<file path="src/source/riscv_pkg.sv">
package riscv_pkg;

  localparam int XLEN       = 64;
  localparam int REG_ADDR_W = 5;

  typedef logic [XLEN-1:0]       xlen_t;
  typedef logic [REG_ADDR_W-1:0] reg_addr_t;
  typedef logic [31:0]           inst_t;

  localparam xlen_t RESET_PC = '0;

  // base opcodes of the supported subset
  typedef enum logic [6:0] {
    OPC_OP     = 7'b0110011,
    OPC_OP_IMM = 7'b0010011,
    OPC_LUI    = 7'b0110111,
    OPC_LOAD   = 7'b0000011,
    OPC_STORE  = 7'b0100011,
    OPC_BRANCH = 7'b1100011,
    OPC_JAL    = 7'b1101111
  } opcode_e;

  typedef enum logic [2:0] {
    ALU_ADD, ALU_SUB, ALU_AND, ALU_OR, ALU_XOR, ALU_SLT, ALU_PASS_B
  } alu_op_e;

  typedef enum logic [1:0] {RES_ALU, RES_MEM, RES_PC4} result_src_e;
  typedef enum logic [1:0] {FWD_REG, FWD_MEM, FWD_WB} fwd_sel_e;
  typedef enum logic       {EXT_W, EXT_D} mem_ext_e; // lw sign-extends, ld is raw

  typedef struct packed {
    xlen_t pc;
    xlen_t pc_plus4;
    inst_t inst;
  } fd_payload_t;

  // zero value of every payload is a bubble
  typedef struct packed {
    xlen_t       pc;
    xlen_t       pc_plus4;
    xlen_t       rs1_data;
    xlen_t       rs2_data;
    reg_addr_t   rs1;
    reg_addr_t   rs2;
    reg_addr_t   rd;
    xlen_t       imm;
    alu_op_e     alu_op;
    logic        a_sel_pc;  // operand a from pc
    logic        b_sel_imm; // operand b from immediate
    logic        branch;
    logic        br_ne;     // bne when set, beq otherwise
    logic        jump;
    logic        mem_read;
    logic        mem_write;
    mem_ext_e    mem_ext;
    result_src_e result_src;
    logic        reg_write;
  } de_payload_t;

  typedef struct packed {
    xlen_t       alu_result;
    xlen_t       store_data;
    xlen_t       pc_plus4;
    reg_addr_t   rd;
    logic        mem_read;
    logic        mem_write;
    mem_ext_e    mem_ext;
    result_src_e result_src;
    logic        reg_write;
  } em_payload_t;

  typedef struct packed {
    xlen_t       alu_result;
    xlen_t       load_data;
    xlen_t       pc_plus4;
    reg_addr_t   rd;
    result_src_e result_src;
    logic        reg_write;
  } mw_payload_t;

endpackage

</file>
<file path="src/source/riscv_hazard.sv">
`timescale 1ns/1ns

module riscv_hazard (
  input  riscv_pkg::reg_addr_t  i_rs1_d,
  input  riscv_pkg::reg_addr_t  i_rs2_d,
  input  riscv_pkg::reg_addr_t  i_rs1_e,
  input  riscv_pkg::reg_addr_t  i_rs2_e,
  input  riscv_pkg::reg_addr_t  i_rd_e,
  input  riscv_pkg::reg_addr_t  i_rd_m,
  input  riscv_pkg::reg_addr_t  i_rd_wb,
  input  logic                  i_memread_e,
  input  logic                  i_regw_m,
  input  logic                  i_regw_wb,
  input  logic                  i_redirect,
  output riscv_pkg::fwd_sel_e   o_fwd_a,
  output riscv_pkg::fwd_sel_e   o_fwd_b,
  output logic                  o_stall_f,
  output logic                  o_stall_d,
  output logic                  o_flush_d,
  output logic                  o_flush_e
);

  logic m_live;
  logic wb_live;
  logic load_use;

  assign m_live  = i_regw_m  && i_rd_m  != '0; // x0 is never forwarded
  assign wb_live = i_regw_wb && i_rd_wb != '0;

  // memory stage is younger, so it wins
  assign o_fwd_a = (m_live  && i_rd_m  == i_rs1_e) ? riscv_pkg::FWD_MEM :
                   (wb_live && i_rd_wb == i_rs1_e) ? riscv_pkg::FWD_WB  : riscv_pkg::FWD_REG;
  assign o_fwd_b = (m_live  && i_rd_m  == i_rs2_e) ? riscv_pkg::FWD_MEM :
                   (wb_live && i_rd_wb == i_rs2_e) ? riscv_pkg::FWD_WB  : riscv_pkg::FWD_REG;

  // load data only exists after the memory stage
  assign load_use = i_memread_e && i_rd_e != '0 && (i_rd_e == i_rs1_d || i_rd_e == i_rs2_d);

  assign o_stall_f = load_use;
  assign o_stall_d = load_use;
  assign o_flush_d = i_redirect;
  assign o_flush_e = load_use || i_redirect; // bubble into execute

endmodule

</file>
<file path="config.mk">
export PLATFORM = sky130hd
export DESIGN_NAME = riscv_hazard
export DESIGN_NICKNAME = d
export VERILOG_FILES = /design/src/source/riscv_pkg.sv /design/src/source/riscv_hazard.sv
export SDC_FILE = /design/constraint.sdc
export NUM_CORES = 1
export LEC_CHECK = 0
export BUFFER_PORTS_ARGS = -buffer_cell sky130_fd_sc_hd__buf_2
export CORE_AREA = 4 4 41 43
export DETAILED_ROUTE_END_ITERATION = 8
export DIE_AREA = 0 0 45 47
export PLACE_DENSITY = 0.79
export SYNTH_ARGS = -nofsm -noshare
export SYNTH_HDL_FRONTEND = slang
export SYNTH_SLANG_ARGS = --single-unit
</file>
<file path="constraint.sdc">
create_clock -name vclk -period 1.9
set_input_delay 0.38 -clock vclk [all_inputs]
set_output_delay 0.38 -clock vclk [all_outputs]
set_load 0.005 [all_outputs]
</file>
After elaboration in Yosys (flattened, before gate mapping)

Cells that the tools add are included.

Multiplexer cells: 4
Reduce and logical (&&, ||, !) cells: 13
Equality and inequality tests: 6

Operators with widths:

| operator            | count |
|---|---|
| equality test 5 bit | 6 |
| nonzero test 5 bit  | 3 |
| logical AND 1 bit   | 8 |
| 2-to-1 mux 2 bit    | 4 |
| logical OR 1 bit    | 2 |

Flip-flop bits (word level): 0
Input bits: 39
Output and inout port bits: 8
Logic and storage cells: 23

Depth between registers and ports, before layout

Gate-level depths: netlist (run 1).

Depth in word-level cells: 5
Mapped depth: 5
Mapped depth without buffers: 4

Worst setup path after synthesis (run 1)

Ideal clock, no wire load.

Path type: input to output
Start point: input port i_rd_m[1]
End point: output port o_fwd_a[1]
Path buffers: 0
Stages on the path: 4
Setup slack: 0.100 ns
Data required time: 1.520 ns
Arrival: 1.420 ns
Cell sequence: or4_1 -> o21ai_2 -> nor4_1 -> nor4_2

Word-level cells in the longest chain between the ends: 4
Elaborated cells on any way between the ends: 5
Those cells by class: eq/ne: 1; mux: 1; reduce/logical: 3

RTL lines:

| what                | RTL line           | RTL |
|---|---|---|
| start: declaration  | riscv_hazard.sv:9  | `input riscv_pkg::reg_addr_t i_rd_m,` |
| nonzero test 5 bit  | riscv_hazard.sv:27 | `assign m_live = i_regw_m && i_rd_m != '0;` |
| logical AND 1 bit   | riscv_hazard.sv:27 |  |
| logical AND 1 bit * | riscv_hazard.sv:31 | `assign o_fwd_a = (m_live && i_rd_m == i_rs1_e) ? riscv_pkg::FWD_MEM :` |
| 2-to-1 mux 2 bit *  | riscv_hazard.sv:31 |  |
| end: declaration    | riscv_hazard.sv:15 | `output riscv_pkg::fwd_sel_e o_fwd_a,` |

Mark *: on every way between the ends. The rest lies on a longest branch, timed or not.

Worst setup path in the final report (run 1)

Start point: input port i_rd_wb[4]
End point: output port o_fwd_a[1]

Word-level cells in the longest chain between the ends: 5
Elaborated cells on any way between the ends: 6
Those cells by class: eq/ne: 1; mux: 2; reduce/logical: 3

RTL lines:

| what                | RTL line           | RTL |
|---|---|---|
| start: declaration  | riscv_hazard.sv:10 | `input riscv_pkg::reg_addr_t i_rd_wb,` |
| nonzero test 5 bit  | riscv_hazard.sv:28 | `assign wb_live = i_regw_wb && i_rd_wb != '0;` |
| logical AND 1 bit   | riscv_hazard.sv:28 |  |
| logical AND 1 bit * | riscv_hazard.sv:32 | `(wb_live && i_rd_wb == i_rs1_e) ? riscv_pkg::FWD_WB : riscv_pkg::FWD_REG;` |
| 2-to-1 mux 2 bit *  | riscv_hazard.sv:32 |  |
| 2-to-1 mux 2 bit *  | riscv_hazard.sv:31 |  |

Marked as above.

==> metrics.txt, run 1 <==
# TYPE chip_impl_metric gauge
chip_impl_metric{name="worstPathRequired",unit="ns"} 1.52
chip_impl_info{name="violations_in_the_final_reports",value="negative setup slack"} 1
chip_impl_metric{name="layout-drive-gt1-share",unit="%"} 57.1
chip_impl_metric{name="numPortBuffers",unit=""} 47
chip_impl_metric{name="postSynthCellCount",unit=""} 53
chip_impl_metric{name="detail_route.drc_violations",unit=""} 0
chip_impl_metric{name="nFlopsAndLatches",unit=""} 0
chip_impl_metric{name="die_height",unit="um"} 47
chip_impl_metric{name="synth_fp_nets",unit=""} 92
chip_impl_metric{name="via_count_of_the_first_global_routing_pass",unit=""} 598
chip_impl_metric{name="routed_wire_length_per_instance",unit="um"} 11.9
chip_impl_metric{name="finalCritPeriodShare",unit="%"} 104
chip_impl_metric{name="firstDrtPassIters",unit=""} 4
chip_impl_metric{name="slew_headroom",unit="%"} 80.2
chip_impl_metric{name="largest_net_degree_at_the_start_of_global_routing",unit=""} 4
chip_impl_metric{name="synth_seq_area_share",unit="%"} 0
chip_impl_metric{name="crit_fanout",unit=""} 3
chip_impl_metric{name="grt_remaining_overflow",unit=""} 0
chip_impl_metric{name="detailedPlace.worstSlack",unit="ns"} -0.171
chip_impl_metric{name="antenna_found_initial",unit=""} 0
chip_impl_info{name="min_to",value="o_flush_d"} 1
chip_impl_metric{name="synthDistinctLibCells",unit=""} 14
chip_impl_metric{name="io_pins",unit=""} 47
chip_impl_info{name="most_frequent_standard_cell_in_the_layout_excluding_fill_and_tap_cells",value="sky130_fd_sc_hd__buf_2"} 1
chip_impl_metric{name="total_power",unit="uW"} 157
chip_impl_metric{name="initial_utilization",unit="%"} 32.1
chip_impl_info{name="end_kind",value="primary output"} 1
chip_impl_metric{name="finalNetCount",unit=""} 146
chip_impl_metric{name="post_synth_instance_area",unit="sq um"} 418
chip_impl_metric{name="finalSetupViolCount",unit=""} 2
chip_impl_metric{name="max_clock_freq",unit="MHz"} 505
chip_impl_metric{name="gpl.final_weighted_congestion",unit=""} 0.788
chip_impl_info{name="run_status",value="finished with violations"} 1
chip_impl_metric{name="crit_arrival",unit="ns"} 1.60
chip_impl_metric{name="num_antenna_cells",unit=""} 0
chip_impl_metric{name="worstHoldPathCells",unit=""} 2
chip_impl_metric{name="fin_hold_ws",unit="ns"} 0.943
chip_impl_metric{name="setup_total_negative_slack",unit="ns"} -0.155
chip_impl_metric{name="timing.final.max_slew_violations",unit=""} 0
chip_impl_metric{name="route.antenna.remaining_nets",unit=""} 0
chip_impl_metric{name="via_count_normalized_by_instance_count",unit=""} 4.78
chip_impl_metric{name="die_w",unit="um"} 45
chip_impl_info{name="setup_repair_after_global_routing_missed_its_margin",value="true"} 1
chip_impl_metric{name="finish.cell_count_without_fillers",unit=""} 120
chip_impl_metric{name="dr_total_vias",unit=""} 573
chip_impl_metric{name="power-per-cell-area",unit="nW/um^2"} 207
chip_impl_metric{name="register_area",unit="sq um"} 0
chip_impl_metric{name="totalWireLength",unit="mm"} 1.43
chip_impl_metric{name="finalHoldViolCount",unit=""} 0
chip_impl_metric{name="worstMarginPinSlew",unit="ns"} 0.295
chip_impl_info{name="hold_wc_path_type",value="in2out"} 1
chip_impl_info{name="path_class",value="in2out"} 1
chip_impl_metric{name="n_clock_buffer",unit=""} 0
chip_impl_metric{name="rows",unit=""} 13
chip_impl_info{name="worst_hold_startpoint",value="i_redirect"} 1
chip_impl_metric{name="drv_cap",unit=""} 0
chip_impl_metric{name="cellLeakagePower",unit="uW"} 0.000376
chip_impl_metric{name="drt_iter0_markers",unit=""} 4
chip_impl_metric{name="yosysWarningCount",unit=""} 0
chip_impl_metric{name="coreArea",unit="sq um"} 1300
chip_impl_metric{name="pnr_worst_setup_slack",unit="ns"} -0.0788
chip_impl_info{name="critPathLaunchType",value="primary input"} 1
chip_impl_metric{name="finalWorstPathRequiredPeriod",unit="ns"} 1.98
chip_impl_metric{name="post_syn_area_per_cell",unit="sq um"} 7.88
chip_impl_info{name="most-common-layout-cells",value="46 x sky130_fd_sc_hd__buf_2, 24 x sky130_fd_sc_hd__xor2_1, 6 x sky130_fd_sc_hd__xnor2_1"} 1
chip_impl_metric{name="post-dp-hpwl",unit="mm"} 1.32
chip_impl_metric{name="post-place-cells",unit=""} 118
chip_impl_metric{name="vdd_ir_drop_max",unit="V"} 0.000108
chip_impl_metric{name="gr-usage-all-layers",unit="%"} 14.1
chip_impl_metric{name="floorplan_die_area",unit="sq um"} 2120
chip_impl_metric{name="grt_first_pass_wirelength",unit="mm"} 2.30
chip_impl_metric{name="p_r_area_growth_vs_syn",unit="%"} 80.8
==> power breakdown <==
group	switching, uW	internal (uW)
Sequential	0	0
Combinational	72.8	84.0
Clock	0	0
Total	72.8	84.0
==> worst max-delay path, stage by stage <==
cell	delay [ns]
sky130_fd_sc_hd__buf_2	0.12
sky130_fd_sc_hd__xor2_1	0.15
sky130_fd_sc_hd__or4_1	0.53
sky130_fd_sc_hd__nor4_2	0.27
sky130_fd_sc_hd__buf_2	0.15
==> cell usage after synthesis <==
library cell | n | share of area (%)
sky130_fd_sc_hd__a22oi_1 | 1 | 1.8
sky130_fd_sc_hd__nor2_1 | 3 | 2.7
sky130_fd_sc_hd__or4_1 | 5 | 9.0
sky130_fd_sc_hd__o21ai_0 | 1 | 1.2
sky130_fd_sc_hd__xor2_1 | 24 | 50
sky130_fd_sc_hd__o21bai_1 | 1 | 1.8
sky130_fd_sc_hd__nor4_2 | 2 | 6.0
sky130_fd_sc_hd__buf_4 | 2 | 3.6
sky130_fd_sc_hd__o21ai_1 | 1 | 1.2
sky130_fd_sc_hd__nor4_1 | 2 | 3.0
sky130_fd_sc_hd__nand3_1 | 2 | 2.4
sky130_fd_sc_hd__xnor2_1 | 6 | 13
sky130_fd_sc_hd__nor3_1 | 2 | 2.4
sky130_fd_sc_hd__o21ai_2 | 1 | 2.1
==> timing repair <==
action | 4_1_cts | 5_1_grt
hold buffers | 0 | 0
setup endpoints to repair | 2 | 5
buffers inserted | 2 | 0
pin swaps | 8 | 1
gates resized for setup | 8 | 1
==> worst max path at each step <==
stage,start,end,slack [ns]
5_1_grt,i_rd_m[3],o_fwd_b[1],-0.12
3_5_place_dp,i_rd_m[1],o_fwd_b[1],-0.17
3_3_place_gp,i_rd_m[1],o_fwd_b[1],-0.14
6_report,i_rd_wb[4],o_fwd_a[1],-0.08
2_1_floorplan,i_rd_m[1],o_fwd_a[1],0.1
4_1_cts,i_rd_m[3],o_fwd_b[1],-0.10
==> per-layer routing <==
metal  up-vias  global-route usage, %  share of wire (%)
li1        291                      -                  -
met4         0                  0.585                  0
met2        31                   32.8                 57
met1       251                   13.7                 33
met3         0                  0.383                9.8
met5         -                      0                  0
==> logic make-up after synthesis <==
kind of cell           synth area share [%]
AO/OA/AOI/OAI                          8.08
XOR/XNOR                               62.9
buffers and inverters                  3.59
AND/OR/NAND/NOR                        25.4
==> stage by stage <==
| stage | area (sq um) | utilization (%) |
|---|---|---|
| 2_1_floorplan | 418 | - |
| 3_3_place_gp | 694 | 53.4 |
| 3_5_place_dp | 694 | 53.4 |
| 4_1_cts | 756 | 58.1 |
| 5_1_grt | 756 | 58.1 |
| 6_report | 756 | 58.1 |
==> cell type report <==
type,count,area [sq um]
fillers,121,546
multi-input cells,51,435
well taps,15,18.8
repair buffers,54,302
(Power assumes the default switching activity.)
==> run 2, diff against run 1 <==
BUFFER_PORTS_ARGS = default   (was -buffer_cell sky130_fd_sc_hd__buf_2)
CORE_AREA = 8 8 45 47   (was 4 4 41 43)
DIE_AREA = 0 0 53 55   (was 0 0 45 47)
DONT_BUFFER_PORTS = 1   (was default)
PLACE_DENSITY = 0.44   (was 0.79)
==> metrics.txt, run 2 (synthesis gave the netlist of run 1 again) <==
# TYPE chip_impl_metric gauge
chip_impl_metric{name="worstPathRequired",unit="ns"} 1.52
chip_impl_metric{name="finalCritPeriodShare",unit="%"} 95.2
chip_impl_metric{name="crit_arrival",unit="ns"} 1.43
chip_impl_metric{name="gr-usage-all-layers",unit="%"} 7.41
chip_impl_metric{name="io_pins",unit=""} 47
chip_impl_metric{name="post-dp-hpwl",unit="mm"} 1.17
chip_impl_metric{name="antenna_found_initial",unit=""} 0
chip_impl_metric{name="worstMarginPinSlew",unit="ns"} 0.413
chip_impl_metric{name="met2_wl_post_dr",unit="um"} 587
chip_impl_metric{name="grt_first_pass_wirelength",unit="mm"} 1.73
chip_impl_metric{name="p_int",unit="uW"} 40.0
chip_impl_metric{name="num_antenna_cells",unit=""} 0
chip_impl_metric{name="post-cts-setup-buffer-count",unit=""} 0
chip_impl_metric{name="setup_total_negative_slack",unit="ns"} 0
chip_impl_metric{name="crit_fanout",unit=""} 3
chip_impl_metric{name="slew_headroom",unit="%"} 72.2
chip_impl_info{name="worst_hold_startpoint",value="i_redirect"} 1
chip_impl_metric{name="numPortBuffers",unit=""} 0
chip_impl_metric{name="gpl.final_weighted_congestion",unit=""} 0.681
chip_impl_metric{name="layout-drive-gt1-share",unit="%"} 9.43
chip_impl_metric{name="power-per-cell-area",unit="nW/um^2"} 151
chip_impl_metric{name="routed_wire_length_per_instance",unit="um"} 17.7
chip_impl_info{name="setup_repair_after_global_routing_missed_its_margin",value="false"} 1
chip_impl_metric{name="die_w",unit="um"} 53
chip_impl_metric{name="combinationalPowerShare",unit="%"} 100.0
chip_impl_metric{name="place_area",unit="sq um"} 438
chip_impl_metric{name="floorplan_die_area",unit="sq um"} 2920
chip_impl_metric{name="fin_hold_ws",unit="ns"} 0.760
chip_impl_metric{name="cellLeakagePower",unit="uW"} 0.000149
chip_impl_metric{name="post-place-cells",unit=""} 69
chip_impl_metric{name="vdd_ir_drop_max",unit="V"} 0.0000481
chip_impl_metric{name="dr_total_vias",unit=""} 352
chip_impl_metric{name="n_clock_buffer",unit=""} 0
chip_impl_info{name="most_frequent_standard_cell_in_the_layout_excluding_fill_and_tap_cells",value="sky130_fd_sc_hd__xor2_1"} 1
chip_impl_metric{name="design_area",unit="sq um"} 438
chip_impl_info{name="most-common-layout-cells",value="24 x sky130_fd_sc_hd__xor2_1, 6 x sky130_fd_sc_hd__xnor2_1, 5 x sky130_fd_sc_hd__or4_1"} 1
chip_impl_metric{name="power_switching",unit="uW"} 26.4
chip_impl_info{name="min_to",value="o_flush_d"} 1
chip_impl_metric{name="nFlopsAndLatches",unit=""} 0
chip_impl_metric{name="worstHoldPathCells",unit=""} 0
chip_impl_metric{name="grt_remaining_overflow",unit=""} 0
chip_impl_metric{name="coreArea",unit="sq um"} 1380
chip_impl_metric{name="die_height",unit="um"} 55
chip_impl_metric{name="drt_iter0_markers",unit=""} 3
chip_impl_info{name="critPathLaunchType",value="primary input"} 1
chip_impl_metric{name="max_clock_freq",unit="MHz"} 553
chip_impl_metric{name="holdBufCountCts",unit=""} 0
chip_impl_info{name="highest_metal_used",value="met3"} 1
chip_impl_metric{name="post-route-util",unit="%"} 31.6
chip_impl_metric{name="drv_cap",unit=""} 0
chip_impl_metric{name="finalHoldViolCount",unit=""} 0
chip_impl_metric{name="rows",unit=""} 14
chip_impl_metric{name="via_count_normalized_by_instance_count",unit=""} 5.10
chip_impl_metric{name="p_r_area_growth_vs_syn",unit="%"} 4.79
chip_impl_metric{name="via_count_of_the_first_global_routing_pass",unit=""} 400
chip_impl_metric{name="route.antenna.remaining_nets",unit=""} 0
chip_impl_metric{name="finalNetCount",unit=""} 94
chip_impl_metric{name="initial_utilization",unit="%"} 30.2
chip_impl_metric{name="power.share.sequential",unit="%"} 0
chip_impl_metric{name="totalWireLength",unit="mm"} 1.22
chip_impl_info{name="end_kind",value="primary output"} 1
chip_impl_metric{name="met1Wirelength",unit="um"} 412
chip_impl_metric{name="timing.final.max_slew_violations",unit=""} 0
chip_impl_metric{name="firstDrtPassIters",unit=""} 2
chip_impl_metric{name="detail_route.drc_violations",unit=""} 0
chip_impl_metric{name="pwr-share-clk",unit="%"} 0
chip_impl_info{name="path_class",value="in2out"} 1
chip_impl_metric{name="finish.cell_count_without_fillers",unit=""} 69
chip_impl_info{name="run_status",value="finished clean"} 1
chip_impl_metric{name="met3WireLength",unit="um"} 219
chip_impl_metric{name="finalSetupViolCount",unit=""} 0
chip_impl_metric{name="sw_frac_of_total",unit="%"} 39.7
chip_impl_info{name="hold_wc_path_type",value="in2out"} 1
chip_impl_metric{name="register_area",unit="sq um"} 0
chip_impl_metric{name="finalWorstPathRequiredPeriod",unit="ns"} 1.81
chip_impl_metric{name="largest_net_degree_at_the_start_of_global_routing",unit=""} 4
==> run 2: cell types whose count changed in the layout (fill, tap and decap cells not counted), moves of 2 or more <==
cell	delta
sky130_fd_sc_hd__buf_2	-46
sky130_fd_sc_hd__buf_4	-3
sky130_fd_sc_hd__buf_6	-3
sky130_fd_sc_hd__nor4_1	+2
==> run 2: worst max-delay path by stage <==
| stage | startpoint | endpoint | slack, ns |
|---|---|---|---|
| final | i_rd_wb[2] | o_fwd_b[1] | 0.09 |
| after global routing | i_rd_wb[2] | o_fwd_b[1] | 0.02 |
| after CTS | i_rd_m[1] | o_fwd_a[1] | 0.03 |
| after detailed placement | i_rd_m[1] | o_fwd_b[1] | -0.002 |
| after global placement | i_rd_m[1] | o_fwd_b[1] | 0.03 |
| after floorplan | i_rd_m[1] | o_fwd_a[1] | 0.1 |
==> run 2: timing repair <==
action | CTS | global route
endpoints found under the hold margin | 0 | 0
gates resized for setup | 0 | 0
setup endpoints to repair | 1 | 1
pin swaps | 1 | 1
==> run 2: critical path, stage by stage <==
cell,delay [ns]
sky130_fd_sc_hd__or4_1,0.08
sky130_fd_sc_hd__o21ai_1,0.06
sky130_fd_sc_hd__or4_1,0.54
sky130_fd_sc_hd__nor4_2,0.37
==> run 2: layout make-up <==
| type | count | area [sq um] |
|---|---|---|
| tap | 16 | 20.0 |
| timing repair buffer | 2 | 15.0 |
| multi-input combinational | 51 | 403 |
| fill | 159 | 946 |
==> run 2: per-layer routing <==
layer,global-route usage (%),vias up
li1,-,185
met4,0,0
met3,4.28,0
met2,13.7,22
met5,0,-
met1,7.54,145
==> run 2: stage by stage <==
| stage | worst slack (ns) | power, uW |
|---|---|---|
| finish | 0.0918 | 66.3 |
| global route | 0.0171 | 75.5 |
| CTS | 0.0342 | 67.1 |
| detailed placement | -0.00196 | 66.4 |
| global placement | 0.0339 | 67.4 |
| floorplan | 0.0995 | 61.7 |
==> run 2: power by group through the flow <==
| stage | combinational (uW) | clock [uW] | sequential, uW |
|---|---|---|---|
| after floorplan | 61.7 | 0 | 0 |
| after global placement | 67.4 | 0 | 0 |
| after detailed placement | 66.4 | 0 | 0 |
| after CTS | 67.1 | 0 | 0 |
| after global routing | 75.5 | 0 | 0 |
| final | 66.3 | 0 | 0 |
